<file path="config.mk">
export PLATFORM = sky130hd
export DESIGN_NAME = outputPort
export DESIGN_NICKNAME = d
export VERILOG_FILES = /design/src/common/nocPkg.sv /design/src/common/arbPkg.sv /design/src/verilog/flitDecode.sv /design/src/arbiter/grantTimer.sv /design/src/arbiter/portArbiter.sv /design/src/verilog/outputMux.sv /design/src/verilog/outputPort.sv
export SDC_FILE = /design/constraint.sdc
export NUM_CORES = 1
export LEC_CHECK = 0
export BUFFER_PORTS_ARGS = -buffer_cell sky130_fd_sc_hd__clkbuf_2
export CAP_MARGIN = 25
export CORE_MARGIN = 4
export CORE_UTILIZATION = 50
export DETAILED_ROUTE_END_ITERATION = 6
export GPL_TIMING_DRIVEN = 1
export PLACE_DENSITY = 0.83
export SYNTH_ARGS = -nofsm -noshare
export SYNTH_HDL_FRONTEND = slang
export SYNTH_HIERARCHICAL = 1
export SYNTH_SLANG_ARGS = --single-unit
</file>
<file path="constraint.sdc">
create_clock -name clk -period 4.3 [get_ports clk]
set_clock_uncertainty 0.1 [all_clocks]
set_input_delay 0.86 -clock clk [delete_from_list [all_inputs] [get_ports clk]]
set_output_delay 0.86 -clock clk [all_outputs]
set_load 0.01 [all_outputs]
</file>
<file path="src/common/nocPkg.sv">
package nocPkg;

  // flit format
  localparam int flitWidth = 32;

  // --------------------
  // field positions
  // --------------------
  localparam int idMsb = 31;
  localparam int idLsb = 29;
  localparam int lenMsb = 28;  // header only
  localparam int lenLsb = 17;

  // widths with a meaning
  typedef logic [flitWidth-1:0] flitT;
  typedef logic [idMsb-idLsb:0] flitIdT;
  typedef logic [lenMsb-lenLsb:0] lengthT;

  // --------------------
  // flit identifier codes
  // --------------------
  localparam flitIdT idHeader = 3'd1;
  localparam flitIdT idBody = 3'd2;
  localparam flitIdT idTail = 3'd4;
  // any other code is invalid

endpackage

</file>
<file path="src/common/arbPkg.sv">
package arbPkg;

  localparam int numPorts = 5;

  // input order, also the fixed priority from idle
  localparam int portL = 0;
  localparam int portN = 1;
  localparam int portE = 2;
  localparam int portW = 3;
  localparam int portS = 4;

  typedef logic [numPorts-1:0] grantT;  // one bit per input

  // one-hot, bit 0 is idle and bits 5..1 follow the port order
  typedef enum logic [numPorts:0] {
    stIdle  = 6'b000001,
    stLocal = 6'b000010,
    stNorth = 6'b000100,
    stEast  = 6'b001000,
    stWest  = 6'b010000,
    stSouth = 6'b100000
  } arbStateT;

endpackage

</file>
<file path="src/verilog/flitDecode.sv">
`timescale 1ns/1ps

module flitDecode (
  input  logic           clk,
  input  logic           rst,
  input  nocPkg::flitT   inFlit,
  input  logic           inValid,
  input  logic           accepted,
  output logic           req,
  output nocPkg::flitIdT flitId,
  output nocPkg::lengthT length,
  output logic           framingError
);

  logic inPacket;
  logic isHeader;
  logic isBody;
  logic isTail;
  logic badFlit;

  // --------------------
  // header fields
  // --------------------
  assign flitId = inFlit[nocPkg::idMsb:nocPkg::idLsb];
  assign length = inFlit[nocPkg::lenMsb:nocPkg::lenLsb];

  assign isHeader = (flitId == nocPkg::idHeader);
  assign isBody = (flitId == nocPkg::idBody);
  assign isTail = (flitId == nocPkg::idTail);

  // a header may always open a packet, body and tail only inside one
  assign req = inValid && (isHeader || (inPacket && (isBody || isTail)));
  assign badFlit = inValid && !req;  // stray or unknown id

  // --------------------
  // packet framing
  // --------------------
  always_ff @(posedge clk)
  begin
    if (rst)
    begin
      inPacket <= 1'b0;
      framingError <= 1'b0;
    end
    else
    begin
      framingError <= badFlit;
      if (accepted && req)
      begin
        if (isHeader)
          inPacket <= 1'b1;
        else if (isTail)
          inPacket <= 1'b0;  // packet done
      end
    end
  end

endmodule

</file>
<file path="src/arbiter/grantTimer.sv">
`timescale 1ns/1ps

module grantTimer (
  input  logic           clk,
  input  logic           rst,
  input  nocPkg::flitIdT flitId,
  input  nocPkg::lengthT length,
  input  logic           run,
  output logic           timesUp
);

  nocPkg::lengthT limit;  // held cycles allowed
  nocPkg::lengthT count;

  always_ff @(posedge clk)
  begin
    if (rst)
    begin
      limit <= '0;
      count <= '0;
    end
    else
    begin
      if (flitId == nocPkg::idHeader)
        limit <= length;  // new packet, new budget
      if (run)
        count <= count + 12'd1;
      else
        count <= '0;
    end
  end

  assign timesUp = (count == limit);

endmodule

</file>
<file path="src/arbiter/portArbiter.sv">
`timescale 1ns/1ps

module portArbiter (
  input  logic              clk,
  input  logic              rst,
  input  arbPkg::grantT     req,
  input  nocPkg::flitIdT    flitIdL,
  input  nocPkg::flitIdT    flitIdN,
  input  nocPkg::flitIdT    flitIdE,
  input  nocPkg::flitIdT    flitIdW,
  input  nocPkg::flitIdT    flitIdS,
  input  nocPkg::lengthT    lengthL,
  input  nocPkg::lengthT    lengthN,
  input  nocPkg::lengthT    lengthE,
  input  nocPkg::lengthT    lengthW,
  input  nocPkg::lengthT    lengthS,
  output arbPkg::arbStateT  nextState
);

  arbPkg::arbStateT currentState;
  arbPkg::grantT run;
  arbPkg::grantT timesUp;

  // first requester scanning from start, wrapping around the ports
  function automatic arbPkg::arbStateT pickFrom(arbPkg::grantT r, int start);
    logic [arbPkg::numPorts:0] vec;
    int idx;
    pickFrom = arbPkg::stIdle;
    for (int i = arbPkg::numPorts - 1; i >= 0; i--)
    begin
      idx = start + i;
      if (idx >= arbPkg::numPorts)
        idx = idx - arbPkg::numPorts;
      if (r[idx])
      begin
        vec = '0;
        vec[idx+1] = 1'b1;
        pickFrom = arbPkg::arbStateT'(vec);  // lower i overwrites, so it wins
      end
    end
  endfunction

  // --------------------
  // grant timers
  // --------------------
  grantTimer timerL (
    .clk(clk), .rst(rst), .flitId(flitIdL), .length(lengthL),
    .run(run[arbPkg::portL]), .timesUp(timesUp[arbPkg::portL])
  );
  grantTimer timerN (
    .clk(clk), .rst(rst), .flitId(flitIdN), .length(lengthN),
    .run(run[arbPkg::portN]), .timesUp(timesUp[arbPkg::portN])
  );
  grantTimer timerE (
    .clk(clk), .rst(rst), .flitId(flitIdE), .length(lengthE),
    .run(run[arbPkg::portE]), .timesUp(timesUp[arbPkg::portE])
  );
  grantTimer timerW (
    .clk(clk), .rst(rst), .flitId(flitIdW), .length(lengthW),
    .run(run[arbPkg::portW]), .timesUp(timesUp[arbPkg::portW])
  );
  grantTimer timerS (
    .clk(clk), .rst(rst), .flitId(flitIdS), .length(lengthS),
    .run(run[arbPkg::portS]), .timesUp(timesUp[arbPkg::portS])
  );

  // --------------------
  // state register
  // --------------------
  always_ff @(posedge clk)
  begin
    if (rst)
      currentState <= arbPkg::stIdle;
    else
      currentState <= nextState;
  end

  // hold while the owner requests and has budget, else rotate past it
  always_comb
  begin
    run = '0;
    nextState = arbPkg::stIdle;
    case (currentState)
      arbPkg::stIdle:
        nextState = pickFrom(req, arbPkg::portL);
      arbPkg::stLocal:
        if (req[arbPkg::portL] && !timesUp[arbPkg::portL])
        begin
          run[arbPkg::portL] = 1'b1;
          nextState = arbPkg::stLocal;
        end
        else
          nextState = pickFrom(req, arbPkg::portN);
      arbPkg::stNorth:
        if (req[arbPkg::portN] && !timesUp[arbPkg::portN])
        begin
          run[arbPkg::portN] = 1'b1;
          nextState = arbPkg::stNorth;
        end
        else
          nextState = pickFrom(req, arbPkg::portE);
      arbPkg::stEast:
        if (req[arbPkg::portE] && !timesUp[arbPkg::portE])
        begin
          run[arbPkg::portE] = 1'b1;
          nextState = arbPkg::stEast;
        end
        else
          nextState = pickFrom(req, arbPkg::portW);
      arbPkg::stWest:
        if (req[arbPkg::portW] && !timesUp[arbPkg::portW])
        begin
          run[arbPkg::portW] = 1'b1;
          nextState = arbPkg::stWest;
        end
        else
          nextState = pickFrom(req, arbPkg::portS);
      arbPkg::stSouth:
        if (req[arbPkg::portS] && !timesUp[arbPkg::portS])
        begin
          run[arbPkg::portS] = 1'b1;
          nextState = arbPkg::stSouth;
        end
        else
          nextState = pickFrom(req, arbPkg::portL);  // wrap to local
      default:
        nextState = arbPkg::stIdle;
    endcase
  end

endmodule

</file>
<file path="src/verilog/outputMux.sv">
`timescale 1ns/1ps

module outputMux (
  input  logic             clk,
  input  logic             rst,
  input  arbPkg::arbStateT nextState,
  input  nocPkg::flitT     inFlitL,
  input  nocPkg::flitT     inFlitN,
  input  nocPkg::flitT     inFlitE,
  input  nocPkg::flitT     inFlitW,
  input  nocPkg::flitT     inFlitS,
  output nocPkg::flitT     outFlit,
  output logic             outValid
);

  nocPkg::flitT selFlit;

  // crossbar leg
  always_comb
  begin
    case (nextState)
      arbPkg::stLocal: selFlit = inFlitL;
      arbPkg::stNorth: selFlit = inFlitN;
      arbPkg::stEast:  selFlit = inFlitE;
      arbPkg::stWest:  selFlit = inFlitW;
      arbPkg::stSouth: selFlit = inFlitS;
      default:         selFlit = '0;  // idle
    endcase
  end

  always_ff @(posedge clk)
  begin
    outFlit <= selFlit;
    if (rst)
      outValid <= 1'b0;
    else
      outValid <= (nextState != arbPkg::stIdle);
  end

endmodule

</file>
<file path="src/verilog/outputPort.sv">
`timescale 1ns/1ps

module outputPort (
  input  logic          clk,
  input  logic          rst,
  input  nocPkg::flitT  inFlitL,
  input  nocPkg::flitT  inFlitN,
  input  nocPkg::flitT  inFlitE,
  input  nocPkg::flitT  inFlitW,
  input  nocPkg::flitT  inFlitS,
  input  arbPkg::grantT inValid,
  output arbPkg::grantT grant,
  output nocPkg::flitT  outFlit,
  output logic          outValid,
  output arbPkg::grantT framingError
);

  arbPkg::grantT req;
  arbPkg::arbStateT nextState;
  nocPkg::flitIdT flitIdL, flitIdN, flitIdE, flitIdW, flitIdS;
  nocPkg::lengthT lengthL, lengthN, lengthE, lengthW, lengthS;

  assign grant = nextState[arbPkg::numPorts:1];  // drop the idle bit

  // --------------------
  // decoders
  // --------------------
  flitDecode decodeL (
    .clk(clk), .rst(rst), .inFlit(inFlitL), .inValid(inValid[arbPkg::portL]),
    .accepted(grant[arbPkg::portL]), .req(req[arbPkg::portL]), .flitId(flitIdL),
    .length(lengthL), .framingError(framingError[arbPkg::portL])
  );
  flitDecode decodeN (
    .clk(clk), .rst(rst), .inFlit(inFlitN), .inValid(inValid[arbPkg::portN]),
    .accepted(grant[arbPkg::portN]), .req(req[arbPkg::portN]), .flitId(flitIdN),
    .length(lengthN), .framingError(framingError[arbPkg::portN])
  );
  flitDecode decodeE (
    .clk(clk), .rst(rst), .inFlit(inFlitE), .inValid(inValid[arbPkg::portE]),
    .accepted(grant[arbPkg::portE]), .req(req[arbPkg::portE]), .flitId(flitIdE),
    .length(lengthE), .framingError(framingError[arbPkg::portE])
  );
  flitDecode decodeW (
    .clk(clk), .rst(rst), .inFlit(inFlitW), .inValid(inValid[arbPkg::portW]),
    .accepted(grant[arbPkg::portW]), .req(req[arbPkg::portW]), .flitId(flitIdW),
    .length(lengthW), .framingError(framingError[arbPkg::portW])
  );
  flitDecode decodeS (
    .clk(clk), .rst(rst), .inFlit(inFlitS), .inValid(inValid[arbPkg::portS]),
    .accepted(grant[arbPkg::portS]), .req(req[arbPkg::portS]), .flitId(flitIdS),
    .length(lengthS), .framingError(framingError[arbPkg::portS])
  );

  portArbiter arbiter (
    .clk(clk), .rst(rst), .req(req),
    .flitIdL(flitIdL), .flitIdN(flitIdN), .flitIdE(flitIdE),
    .flitIdW(flitIdW), .flitIdS(flitIdS),
    .lengthL(lengthL), .lengthN(lengthN), .lengthE(lengthE),
    .lengthW(lengthW), .lengthS(lengthS),
    .nextState(nextState)
  );

  outputMux mux (
    .clk(clk), .rst(rst), .nextState(nextState),
    .inFlitL(inFlitL), .inFlitN(inFlitN), .inFlitE(inFlitE),
    .inFlitW(inFlitW), .inFlitS(inFlitS),
    .outFlit(outFlit), .outValid(outValid)
  );

endmodule

</file>
======== After elaboration in Yosys (flattened, before gate mapping) ========
Index checks and enable logic that the tools add are counted.
word-level totals
  flip-flop bits (word level) ............. 169
  input port bits ......................... 167
  output and inout bits ................... 43
  logic and storage cells ................. 297
cells by class
  $add $sub $neg .......................... 15
  $lt $le $gt $ge ......................... 30
  eq/ne operators ......................... 32
  muxes and demuxes ....................... 122
  bitwise logic cells ..................... 5
  reduce and logical (&&, ||, !) cells .... 70
operator list
  cell                                                                                  number
  32-bit by 5-bit less-than comparator with 1-bit output, second input constant         20
  32-bit 2-to-1 mux                                                                     20
  32-bit by 2-bit adder with 32-bit output, second input constant                       10
  32-bit by 1-bit greater-or-equal comparator with 1-bit output, second input constant  10
  6-bit 2-to-1 mux                                                                      30
  32-bit one-hot mux with 5 select lines                                                1
  12-bit by 1-bit adder with 12-bit output, second input constant                       5
  12-bit equality test                                                                  5
  1-bit 2-to-1 mux                                                                      50
  6-bit one-hot mux with 6 select lines                                                 1
  1-bit logical AND                                                                     35
  1-bit binary-select mux with 3-bit select                                             10
  1-bit demux with 3-bit select                                                         10
  3-bit by 1-bit equality test with 1-bit output, second input constant                 5
  3-bit by 2-bit equality test with 1-bit output, second input constant                 5
  3-bit equality test, second input constant                                            5
  6-bit by 2-bit equality test with 1-bit output, second input constant                 2
  6-bit by 3-bit equality test with 1-bit output, second input constant                 2
  6-bit by 4-bit equality test with 1-bit output, second input constant                 2
  6-bit by 5-bit equality test with 1-bit output, second input constant                 2
  6-bit equality test, second input constant                                            2
  1-bit zero test                                                                       10
  1-bit logical OR                                                                      10
  2-bit AND reduction                                                                   5
  other kinds (5)                                                                       17

======== Longest topological paths before layout ========
Gate-level depths: netlist of run 1.
  depth after elaboration ................. 22
  mapped depth ............................ 15
  gate-level depth less buffers ........... 12

======== Hierarchy ========
Netlist of run 1, hierarchy kept.
modules (own cells, without submodules)
  module       instances  cells an instance  area an instance (um^2)
  grantTimer   5          113                1073.5
  outputMux    1          304                2353.5
  flitDecode   5          29                 225.2
  portArbiter  1          96                 698.2

======== Least setup slack after synthesis of run 1 ========
No wires, ideal clock.
  path kind ............................... input port to output port
  start ................................... input inFlitE[31]
  end ..................................... output grant[1]
  arrival time ............................ 2.895 ns
  required time ........................... 3.340 ns
  setup slack ............................. 0.445 ns
  stages .................................. 9
  buffers on the path ..................... 0
  cells stage by stage .................... xor2_1 -> a31oi_1 -> nor2b_1 -> nor3b_1 -> a31oi_1 -> or3_1 -> a21oi_1 -> o41ai_1 -> a21boi_0
on the way
  word-level cells in the longest chain between the ends .. 15
  elaborated cells on any way between the ends .. 67
  those cells by class .................... 3 x eq/ne; 59 x mux; 5 x reduce/logical
RTL lines
  element                                                                                RTL line                            text
  from (decl)                                                                            outputPort.sv:8                     input nocPkg::flitT inFlitE,
  3-bit by 2-bit equality test with 1-bit output or 3-bit equality test (tied branches)  flitDecode.sv:28, flitDecode.sv:29
  1-bit logical OR                                                                       flitDecode.sv:32                    assign req = inValid && (isHeader || (inPacket && (isBody || isTail)));
  1-bit logical AND                                                                      flitDecode.sv:32
  1-bit logical OR *                                                                     flitDecode.sv:32
  1-bit logical AND *                                                                    flitDecode.sv:32
  named net req[2]                                                                       outputPort.sv:18                    arbPkg::grantT req;
  1-bit binary-select mux with 3-bit select                                              portArbiter.sv:34                   if (r[idx])
  1-bit 2-to-1 mux (implied by the code) (2 in series)                                   portArbiter.sv:34
  6-bit 2-to-1 mux (5 in series)                                                         portArbiter.sv:34
  6-bit 2-to-1 mux, on equally long branches                                             --
  6-bit one-hot mux with 6 select lines *                                                portArbiter.sv:83                   case (currentState)
  to (decl)                                                                              outputPort.sv:12                    output arbPkg::grantT grant,
The timed path passes the listed nets; every way through them passes the cells marked *. The select of a mux whose other input is x is not followed.

======== Worst setup path after layout of run 1 ========
  start ................................... register arbiter.timerW.count[2]
  end ..................................... output grant[2]
on the way
  word-level cells in the longest chain between the ends .. 5
RTL lines
  element                                RTL line            text
  from (decl)                            grantTimer.sv:13    nocPkg::lengthT count;
  from (signal assigned)                 grantTimer.sv:27    count <= count + 12'd1;
  12-bit equality test                   grantTimer.sv:33    assign timesUp = (count == limit);
  named net arbiter.timesUp[3]           portArbiter.sv:22   arbPkg::grantT timesUp;
  1-bit zero test                        portArbiter.sv:111  if (req[arbPkg::portW] && !timesUp[arbPkg::portW])
  1-bit logical AND                      portArbiter.sv:111
  6-bit 2-to-1 mux                       portArbiter.sv:111
  6-bit one-hot mux with 6 select lines  portArbiter.sv:83
The timed path passes the listed nets, and every way through them passes these cells.

==> results of run 1 <==
-- cell usage after synthesis (all sizes together), types with 2 or more instances --
| cell type | count | area (µm²) |
|---|---|---|
| and3b | 70 | 613 |
| mux2i | 65 | 651 |
| and3 | 2 | 12.5 |
| nor2 | 93 | 352 |
| nor4 | 10 | 96.4 |
| a31oi | 15 | 93.8 |
| nand2b | 15 | 93.8 |
| dfxtp | 169 | 3380 |
| xnor2 | 65 | 569 |
| clkbuf | 28 | 105 |
| and2b | 3 | 22.5 |
| nand4 | 58 | 394 |
| inv | 25 | 93.8 |
| o21ai | 60 | 300 |
| nor3b | 11 | 108 |
| buf | 106 | 763 |
| o41ai | 6 | 52.6 |
| nor3 | 8 | 40.0 |
| nand2 | 39 | 161 |
| xor2 | 15 | 131 |
| nand3 | 119 | 601 |
| and2 | 7 | 43.8 |
| o311ai | 7 | 61.3 |
| o31ai | 11 | 82.6 |
| or3 | 16 | 100 |
| or4 | 18 | 139 |
| nor2b | 18 | 113 |
| a21oi | 30 | 150 |
| ha | 5 | 62.6 |
-- worst reg2reg max path, cell delays in order (launching register included) --
cell and delay [ns]:
dfxtp_1 0.47, xnor2_1 0.19, nand4_1 0.13, nor3_1 0.59
nor2_1 0.08, or4_1 0.43, o211a_1 0.13, o221ai_1 0.24
and2_1 0.25, buf_12 0.21, nor2b_1 0.27, buf_4 0.29
nand3_1 0.16, nand4_1 0.12
-- worst min-delay path by stage --
stage	from	end	cells after the start
2_1_floorplan	arbiter/timerE/count[0]	arbiter/timerE/count[0]	1
3_3_place_gp	arbiter/timerE/count[11]	arbiter/timerE/count[11]	2
4_1_cts	arbiter/timerE/count[11]	arbiter/timerE/count[11]	2
3_5_place_dp	arbiter/timerE/count[11]	arbiter/timerE/count[11]	2
6_report	arbiter/timerN/count[0]	arbiter/timerN/count[0]	1
5_1_grt	arbiter/timerS/count[11]	arbiter/timerS/count[11]	2
-- stage by stage --
step                setup WS (ns)  power (µW)  cells  utilization
floorplan                   0.445        1910   1110            -
finish                      0.218        3610   1480        0.582
global placement            0.321        2060   1446        0.549
global route               0.0676        3720   1480        0.582
detailed placement          0.208        2070   1448        0.550
CTS                         0.262        3610   1480        0.582
-- where the power goes --
part           internal [µW]  switching [µW]  total (µW)
logic                    178             242         420
registers               1600            23.5        1620
clock network            912             660        1570
-- metal layers --
metal	GRT usage	wire [µm]	vias up
li1	-	-	4146
met2	0.411	13200	481
met5	0	0	-
met3	0.0658	3190	44
met1	0.376	12300	4198
met4	0.0738	594	0
-- repair_timing --
action / in CTS / in global routing
endpoints found under the setup margin: 0 / 1
hold endpoints to repair: 0 / 0
gates resized for setup: 0 / 1
-- cell families (layout without fill, tap and decap cells) --
| kind of cell | after synthesis | in the layout | synth area share |
|---|---|---|---|
| buffers and inverters | 159 | 295 | 0.101 |
| AO/OA/AOI/OAI | 140 | 140 | 0.0893 |
| XOR/XNOR | 80 | 80 | 0.0734 |
| multiplexers | 65 | 65 | 0.0682 |
| adder cells (fa/ha/maj) | 6 | 6 | 0.00760 |
| AND/OR/NAND/NOR | 491 | 491 | 0.306 |
| flip-flops | 169 | 169 | 0.354 |
-- final cells by class --
cell class	count	area, µm²	share of cell area
Tap cell	234	293	0.0268
Timing Repair Buffer	238	1320	0.121
Sequential cell	169	3380	0.310
Inverter	25	93.8	0.00859
Clock buffer	20	437	0.0400
Clock inverter	12	149	0.0136
Multi-Input combinational cell	782	5240	0.480
-- cells in the final DEF, fill, tap and decap left out, types with 4 or more instances in the layout --
cell,netlist,layout
a21oi_1,30,30
a31oi_1,15,14
and2_1,7,7
and3b_1,70,70
buf_12,0,4
buf_4,81,23
clkbuf_16,0,17
clkbuf_2,0,209
clkinv_2,0,5
dfxtp_1,169,169
ha_1,5,5
inv_1,25,25
mux2i_1,65,65
nand2_1,33,33
nand2_2,6,6
nand2b_1,15,15
nand3_1,118,118
nand4_1,53,53
nand4_2,5,5
nor2_1,92,92
nor2b_1,18,16
nor3_1,8,8
nor3b_1,6,6
nor3b_2,5,5
nor4_1,6,6
o21ai_0,28,28
o21ai_1,32,32
o311ai_0,6,6
o31ai_1,11,11
o41ai_1,6,6
or3_1,16,16
or4_1,17,17
xnor2_1,65,65
xor2_1,15,15
==> results by group, run 1 <==
Worst setup path
  – Critical Path Fanout Max: 6
  – Slowest cell delay on critical path: 0.59 ns
  – Startpoint types: flop
  – Critical path's slowest cell: nor3_1
  – Flop-to-flop setup slack: 0.59 ns
  – WP buf/inv: 1
  – WP data required: 3.34 ns
  – Worst Setup EP: grant[2]
  – Worst-path cell chain: xnor2_1, nand4_1, nor3_1, nor2_1, or4_1, o211a_1, o221ai_1, and2_1, clkbuf_2
  – R2R depth: 13
  – CP top delay family: simple AND/OR/NAND/NOR gates
  – Kind of critical path: flop to output port
  – RR Endpoint: mux/outFlit[22]
  – Critical R2R Launch: arbiter/timerW/count[2]
  – CP arrival: 3.12 ns
  – WP depth: 9
  – Critical path launch point: arbiter/timerW/count[2]
  – Crit end category: output port

Placement
  – Final GP Congestion: just under 1
  – DP Area: 10300 µm²
  – HPWL after DPL: 22200 µm
  – Port buffer count: 209

Route
  – Routed length per placed instance: 19.7 µm
  – Initial DRC count: around 1000
  – Vias per cell: around 6.0
  – # DRC: 0
  – Via count: 8869
  – DR pass1 iterations: 5
  – Antenna Violating Nets Remaining: 0
  – WL final: 29200 µm

STA
  – Least-Margin Pin Slew: 0.710 ns
  – RSZ-0062 raised after global routing: false
  – Final period utilization: 0.949
  – Crit path time final: 4.08 ns
  – Final hold slack: 0.390 ns
  – Peak Freq: 245 MHz
  – Final setup fails: 0
  – Fin. Hold Viols: 0
  – Slew margin rel.: 0.526
  – Setup TNS: 0 ns
  – Slew Viols, Final: 0

Floorplan
  – Core Region: 18800 µm²
  – Num rows: 50
  – Die height: 146 µm
  – Starting Density: 0.509
  – I/O Pins: 210
  – Die ar.: 21400 µm²
  – Chip width: approximately 150 µm

Power and ir drop
  – VDD IR max: around 0.35 mV
  – Pwr Density: 331 nW/µm²
  – P_leak: ~0.0044 µW

Clock network
  – Clk slew on worst S/H paths: 0.06 ns
  – Post CTS Setup Buffer Count: 0
  – Number of CTS-inserted buffers: 17
  – CTS Hold Bufs: 0
  – # clock sinks: 169
  – Root buf cell: clkbuf_16
  – H-tree depth: 4
  – Clock Latency Late Sink: approximately 0.44 ns
  – Clk buf depth: 2
  – CTS tree: done

Outcome
  – Status: finished, final reports clean

Synthesis
  – Post-Syn Instances: 1110
  – Synth Net Count: between 1000 and 1500
  – Synth cell types: 58
  – Mapped cell area: 9550 µm²
  – Mapped Avg Cell Area: 8.60 µm²
  – Register area share after synthesis: 0.354
  – EDFF count, synth: 0
  – Yosys warning total: 6
  – Ys async rst share: 0
  – Synth Flop Type: dfxtp_1
  – #FFs+latches synth: 169

Cells and area
  – Biggest register: mux/outFlit
  – Layout cells sized above 1: 0.238
  – Antenna Cells: 0
  – Nets: between 1000 and 1500
  – Syn-to-layout area delta: 14.4%
  – FILL cells: 1606
  – Final Cell Area: 10900 µm²
  – Max FFs per register: 32

Global route
  – Vias in the first global route: 8412
  – Largest net degree at the start of global routing: 50
  – Initial antenna violation count: 0
  – Total Routing Usage GR: 0.268
  – Total congestion overflow: 0
  – First-pass GRT wire length: between 40000 and 50000 µm

Job
  – # Max-Cap Violations: 0

Worst hold path
  – Hold Crit Class: flop to flop
(Power assumes the default switching activity.)
==> run 2: changes to the inputs <==
- ABC_AREA: default -> 1
- PLACE_DENSITY: 0.83 -> 0.82
==> results by group, run 2 <==
Outcome
  – Status: finished, final reports clean

Synthesis
  – Most frequent cells after synthesis: nand2_1 (359), nor2_1 (266), inv_1 (262)
  – Yosys warning total: 6
  – Synth Flop Type: dfxtp_1
  – EDFF count, synth: 0
  – #FFs+latches synth: 169
  – Register area share after synthesis: 0.315
  – Mapped cell area: 10700 µm²
  – Count leader, synth: nand2_1
  – Post-Syn Instances: between 1500 and 2000
  – Top cells by area, synth: dfxtp_1 (31%), nand2_1 (13%), nor2_1 (9.3%)
  – Mapped Avg Cell Area: 6.61 µm²
  – Synth Net Count: approximately 1800
  – Synth top area share: 0.315
  – Cell taking the most area after synthesis: dfxtp_1
  – Synth cell types: 33
  – Ys async rst share: 0

Power and ir drop
  – P_leak: between 0.005 and 0.006 µW
  – Pwr Density: 318 nW/µm²
  – VDD IR max: 0.228 mV

STA
  – Fin. Hold Viols: 0
  – Slew margin rel.: 0.284
  – RSZ-0062 raised after global routing: false
  – Least-Margin Pin Slew: 1.07 ns
  – Crit path time final: 3.68 ns
  – Setup TNS: 0 ns
  – Final period utilization: 0.855
  – Peak Freq: ~270 MHz
  – Slew Viols, Final: 0
  – Final setup fails: 0

Floorplan
  – Num rows: 53
  – I/O Pins: 210
  – Starting Density: 0.510
  – Core Region: 21100 µm²
  – Chip width: 155 µm
  – Die height: 155 µm
  – Die ar.: 23900 µm²

Worst setup path
  – RR Endpoint: mux/outFlit[30]
  – WP data required: roughly 3.3 ns
  – Kind of critical path: input pin to output port
  – Startpoint types: input pin
  – CP top delay family: simple AND/OR/NAND/NOR gates
  – Flop-to-flop setup slack: 0.80 ns
  – Worst-path cell chain: clkbuf_2, inv_2, nand3_2, a21oi_4, buf_4, nor2_1, nand2_1, nor2_1, nand2_1, nand2_1, nor2_1, nand2_1, clkbuf_2
  – Critical Path Fanout Max: 5
  – WP buf/inv: 4
  – Slowest cell delay on critical path: 0.27 ns
  – R2R depth: 19
  – Cell mode on critical path: nand2_1
  – Critical R2R Launch: arbiter/timerE/count[0]
  – CP arrival: between 2 and 3 ns
  – Crit end category: output port
  – Critical path's slowest cell: a21oi_4

Clock network
  – # clock sinks: 169
  – Post CTS Setup Buffer Count: 0
  – Clk buf depth: 2
  – Resize count post-CTS: 0
  – CTS Hold Bufs: 0
  – Clock Latency Late Sink: 0.43 ns
  – Clk slew on worst S/H paths: 0.07 ns
  – Root buf cell: clkbuf_16
  – Number of CTS-inserted buffers: 17
  – H-tree depth: 4
  – CTS tree: done

Global route
  – Largest net degree at the start of global routing: between 40 and 50
  – Total congestion overflow: 0
  – First-pass GRT wire length: 50400 µm
  – Vias in the first global route: 9826
  – Initial antenna violation count: 0
  – Total Routing Usage GR: 0.264

Job
  – # Max-Cap Violations: 0

Cells and area
  – Most common cell after layout, fill and taps aside: nand2_1
  – Syn-to-layout area delta: 12.2%
  – Nets: 1919
  – FILL cells: 1959
  – Antenna Cells: 0
  – Most frequent cells in the layout: nand2_1 (359), nor2_1 (265), inv_1 (262)
  – Max FFs per register: 32
  – Final Cell Area: 12100 µm²
  – Biggest register: mux/outFlit
  – Layout cells sized above 1: 0.214

Worst hold path
  – Hold Startpoint: arbiter/timerS/limit[11]
  – Hold Crit Class: flop to flop
  – Worst hold endpoint: arbiter/timerS/limit[11]
  – WHS Path Cells: 2

Route
  – Vias per cell: 5.27
  – WL final: 32500 µm
  – Via count: 10700
  – Routed length per placed instance: 16.0 µm
  – Antenna Violating Nets Remaining: 0
  – DR pass1 iterations: 6
  – Initial DRC count: 984
  – # DRC: 0

Placement
  – DP Area: 11400 µm²
  – HPWL after DPL: approximately 25000 µm
  – Final GP Congestion: between 0.9 and 1
  – Port buffer count: 209
## run 2: cell types whose count changed after synthesis, moves of 50 or more
cell	change
nand4_1	+52
nand2_1	+326
a211oi_1	+60
nor2_1	+174
inv_1	+237
and3b_1	-70
mux2i_1	-65
nand3_1	-80
xnor2_1	-50
## run 2: routing by layer
| layer | wire (µm) | vias up | track usage |
|---|---|---|---|
| met3 | 3330 | 82 | 0.0568 |
| met5 | 0 | - | 0 |
| met1 | 13600 | 4863 | 0.357 |
| li1 | - | 5269 | - |
| met4 | 1160 | 0 | 0.100 |
| met2 | 14500 | 502 | 0.416 |
## run 2: cell type report
type | instances | area, µm² | share of cell area
clock buffers | 21 | 480 | 0.0398
clock inverters | 10 | 188 | 0.0156
repair buffers | 228 | 1200 | 0.0996
flip-flops and latches | 169 | 3380 | 0.280
well taps | 275 | 344 | 0.0285
multi-input cells | 1046 | 5400 | 0.447
inverters | 285 | 1070 | 0.0887
## run 2: worst max path at each step
stage                      startpoint               to  depth (start not counted)
after global routing      inFlitL[31]  mux/outFlit[12]                         18
after CTS                 inFlitW[31]         grant[0]                         13
final                     inFlitW[31]         grant[0]                         13
after global placement    inFlitS[29]  mux/outFlit[30]                         17
after detailed placement  inFlitS[29]  mux/outFlit[30]                         17
after floorplan           inFlitS[30]         grant[4]                         11
## run 2: worst reg2reg max path, delay by kind of cell, from the launching register on
kind	cells	cell delay [ns]
AND/OR/NAND/NOR	14	2.23
buffers and inverters	4	0.58
AO/OA/AOI/OAI	1	0.13
flip-flops	1	0.43
## run 2: through the flow
| step | utilization | total power, µW | hold slack, ns | std cells | worst slack (ns) |
|---|---|---|---|---|---|
| 3_3_place_gp | 0.540 | 2100 | 0.357 | 2003 | 0.358 |
| 3_5_place_dp | 0.540 | 2110 | 0.360 | 2003 | 0.278 |
| 6_report | 0.572 | 3840 | 0.368 | 2034 | 0.623 |
| 4_1_cts | 0.572 | 3840 | 0.370 | 2034 | 0.696 |
| 5_1_grt | 0.572 | 3960 | 0.390 | 2034 | 0.420 |
| 2_1_floorplan | - | 1960 | 0.342 | 1625 | 1.26 |
## run 2: cell families after synthesis
| kind of cell | synth area share |
|---|---|
| flops | 0.315 |
| compound gates | 0.0892 |
| fa+ha+maj | 0.00582 |
| simple gates | 0.378 |
| xor+xnor | 0.0285 |
| buf+inv | 0.183 |
## run 2: where the power goes
part           total (µW)  internal (µW)  leakage, µW  switching, µW
registers            1640           1610      0.00137           25.9
logic                 449            152      0.00402            297
clock network        1750           1090     0.000327            657
total                3840           2860      0.00571            980
==> run 3: changes to the inputs <==
- ABC_CLOCK_PERIOD_IN_PS: default -> 4300
- PLACE_DENSITY: 0.82 -> 0.84
- SYNTH_HIERARCHICAL: 1 -> default
==> results by group, run 3 <==
Outcome
  – Status: finished, final reports clean

STA
  – Fin. Hold Viols: 0
  – Final period utilization: 0.823
  – Final setup fails: 0
  – Least-Margin Pin Slew: around 0.64 ns
  – Peak Freq: ~280 MHz
  – Slew margin rel.: 0.567
  – Slew Viols, Final: 0
  – Final hold slack: approximately 0.36 ns
  – RSZ-0062 raised after global routing: false
  – Crit path time final: 3.54 ns
  – Setup TNS: 0 ns

Route
  – DR pass1 iterations: 7
  – Vias per cell: 5.11
  – Via count: 8880
  – # DRC: 0
  – Routed length per placed instance: 15.7 µm
  – WL final: 27300 µm
  – Antenna Violating Nets Remaining: 0
  – Initial DRC count: 674

Cells and area
  – Utilization after layout: 0.607
  – Area of the multi-input gates: 4420 µm²
  – Register area: 3380 µm²
  – Most common cell after layout, fill and taps aside: nand2_1
  – Most frequent cells in the layout: nand2_1 (384), clkbuf_2 (209), inv_1 (172)
  – Biggest register: mux.outFlit
  – FILL cells: 1549
  – Syn-to-layout area delta: 19.3%
  – Layout cells sized above 1: 0.197
  – Nets: 1672
  – Max FFs per register: 32
  – Antenna Cells: 0

Synthesis
  – Cell taking the most area after synthesis: dfxtp_1
  – Synth Net Count: 1478
  – #FFs+latches synth: 169
  – Ys async rst share: 0
  – Synth top area share: 0.384
  – Top cells by area, synth: dfxtp_1 (38%), nand2_1 (16%), inv_1 (7.3%)
  – Synth Flop Type: dfxtp_1
  – Most frequent cells after synthesis: nand2_1 (384), inv_1 (172), dfxtp_1 (169)
  – Register area share after synthesis: 0.384
  – EDFF count, synth: 0
  – Yosys warning total: 0
  – Count leader, synth: nand2_1
  – Mapped Avg Cell Area: 6.74 µm²
  – Synth cell types: 43
  – Post-Syn Instances: 1306
  – Mapped cell area: 8810 µm²

Clock network
  – CTS tree: done
  – Resize count post-CTS: 0
  – Clk buf depth: 2
  – H-tree depth: 4
  – Clock Latency Late Sink: 0.43 ns
  – Clk slew on worst S/H paths: 0.07 ns
  – Number of CTS-inserted buffers: 17
  – CTS Hold Bufs: 0
  – Root buf cell: clkbuf_16
  – Post CTS Setup Buffer Count: 0
  – # clock sinks: 169

Worst hold path
  – Hold Crit Class: flop to flop
  – Worst hold endpoint: arbiter.timerS.limit[3]
  – Hold Startpoint: arbiter.timerS.limit[3]
  – WHS Path Cells: 2

Worst setup path
  – WP data required: about 3.3 ns
  – Critical R2R Launch: arbiter.timerN.count[7]
  – Startpoint types: input pin
  – Crit end category: output port
  – Critical path's slowest cell: nand4_4
  – Flop-to-flop setup slack: 1.60 ns
  – Worst-path cell chain: clkbuf_2, nor2_1, nand2_1, buf_4, nand2_1, nand2_2, inv_1, nand2_2, nand3_1, nand2_1, inv_2, nand4_4, clkbuf_2
  – Cell mode on critical path: nand2_1
  – Kind of critical path: input pin to output port
  – Critical Path Fanout Max: 25
  – Slowest cell delay on critical path: 0.25 ns
  – CP arrival: around 2.6 ns
  – RR Endpoint: mux.outFlit[17]
  – R2R depth: 15

Power and ir drop
  – P_leak: 0.00492 µW
  – VDD IR max: 0.280 mV
  – Pwr Density: 346 nW/µm²
  – Design Power: ~3600 µW

Floorplan
  – Core Region: 17300 µm²
  – Die height: 141 µm
  – Num rows: between 40 and 50
  – Starting Density: 0.509
  – Die ar.: 19800 µm²
  – Chip width: 141 µm
  – I/O Pins: 210

Placement
  – Final GP Congestion: 0.984
  – HPWL after DPL: 21700 µm
  – Port buffer count: 209

Global route
  – Total congestion overflow: 0
  – First-pass GRT wire length: 41800 µm
  – Vias in the first global route: 8208
  – Largest net degree at the start of global routing: 40
  – Initial antenna violation count: 0
  – Total Routing Usage GR: 0.269

Job
  – # Max-Cap Violations: 0
==> run 3: cells by family after synthesis <==
family          share of synthesized area
simple gates                        0.335
buf+inv                             0.114
compound gates                      0.121
flops                               0.384
xor+xnor                           0.0388
fa+ha+maj                         0.00710
==> run 3: how the worst max path moves through the flow <==
| stage | from | slack [ns] | to |
|---|---|---|---|
| floorplan | inFlitW[29] | 1.20 | grant[3] |
| global placement | inFlitE[30] | 0.80 | grant[3] |
| detailed placement | inFlitE[30] | 0.77 | grant[3] |
| CTS | inFlitE[30] | 0.77 | grant[3] |
| global route | inFlitE[30] | 0.61 | grant[3] |
| finish | inFlitE[30] | 0.76 | grant[3] |
==> run 3: layer usage <==
layer	vias to the layer above	wire length (µm)	GRT usage
met2	365	12600	0.446
met3	81	1830	0.0526
li1	4474	-	-
met4	0	1780	0.167
met1	3960	11100	0.321
met5	-	0	0
==> run 3: power breakdown <==
part	total [µW]	switching, µW	internal, µW
clock	1530	687	847
sequential	1660	32.3	1630
combinational	444	276	168
==> run 3: final cells by class <==
cell class / instances / area share
Timing Repair Buffer: 221 / 0.108
Clock inverter: 12 / 0.0121
Multi-Input combinational cell: 906 / 0.421
Inverter: 185 / 0.0668
Sequential cell: 169 / 0.322
Tap cell: 225 / 0.0268
Clock buffer: 20 / 0.0435
==> run 3: through the flow <==
step / instances / setup WS, ns / area, µm²
after floorplan: 1306 / 1.20 / 8810
after global placement: 1706 / 0.798 / 9920
after detailed placement: 1706 / 0.774 / 9920
after CTS: 1738 / 0.770 / 10500
after global routing: 1738 / 0.609 / 10500
final: 1738 / 0.760 / 10500
==> run 3: worst max-delay path: cells and delay by family <==
kind | cells | cell delay [ns]
buffers and inverters | 5 | 0.75
and+or+nand+nor | 8 | 0.95
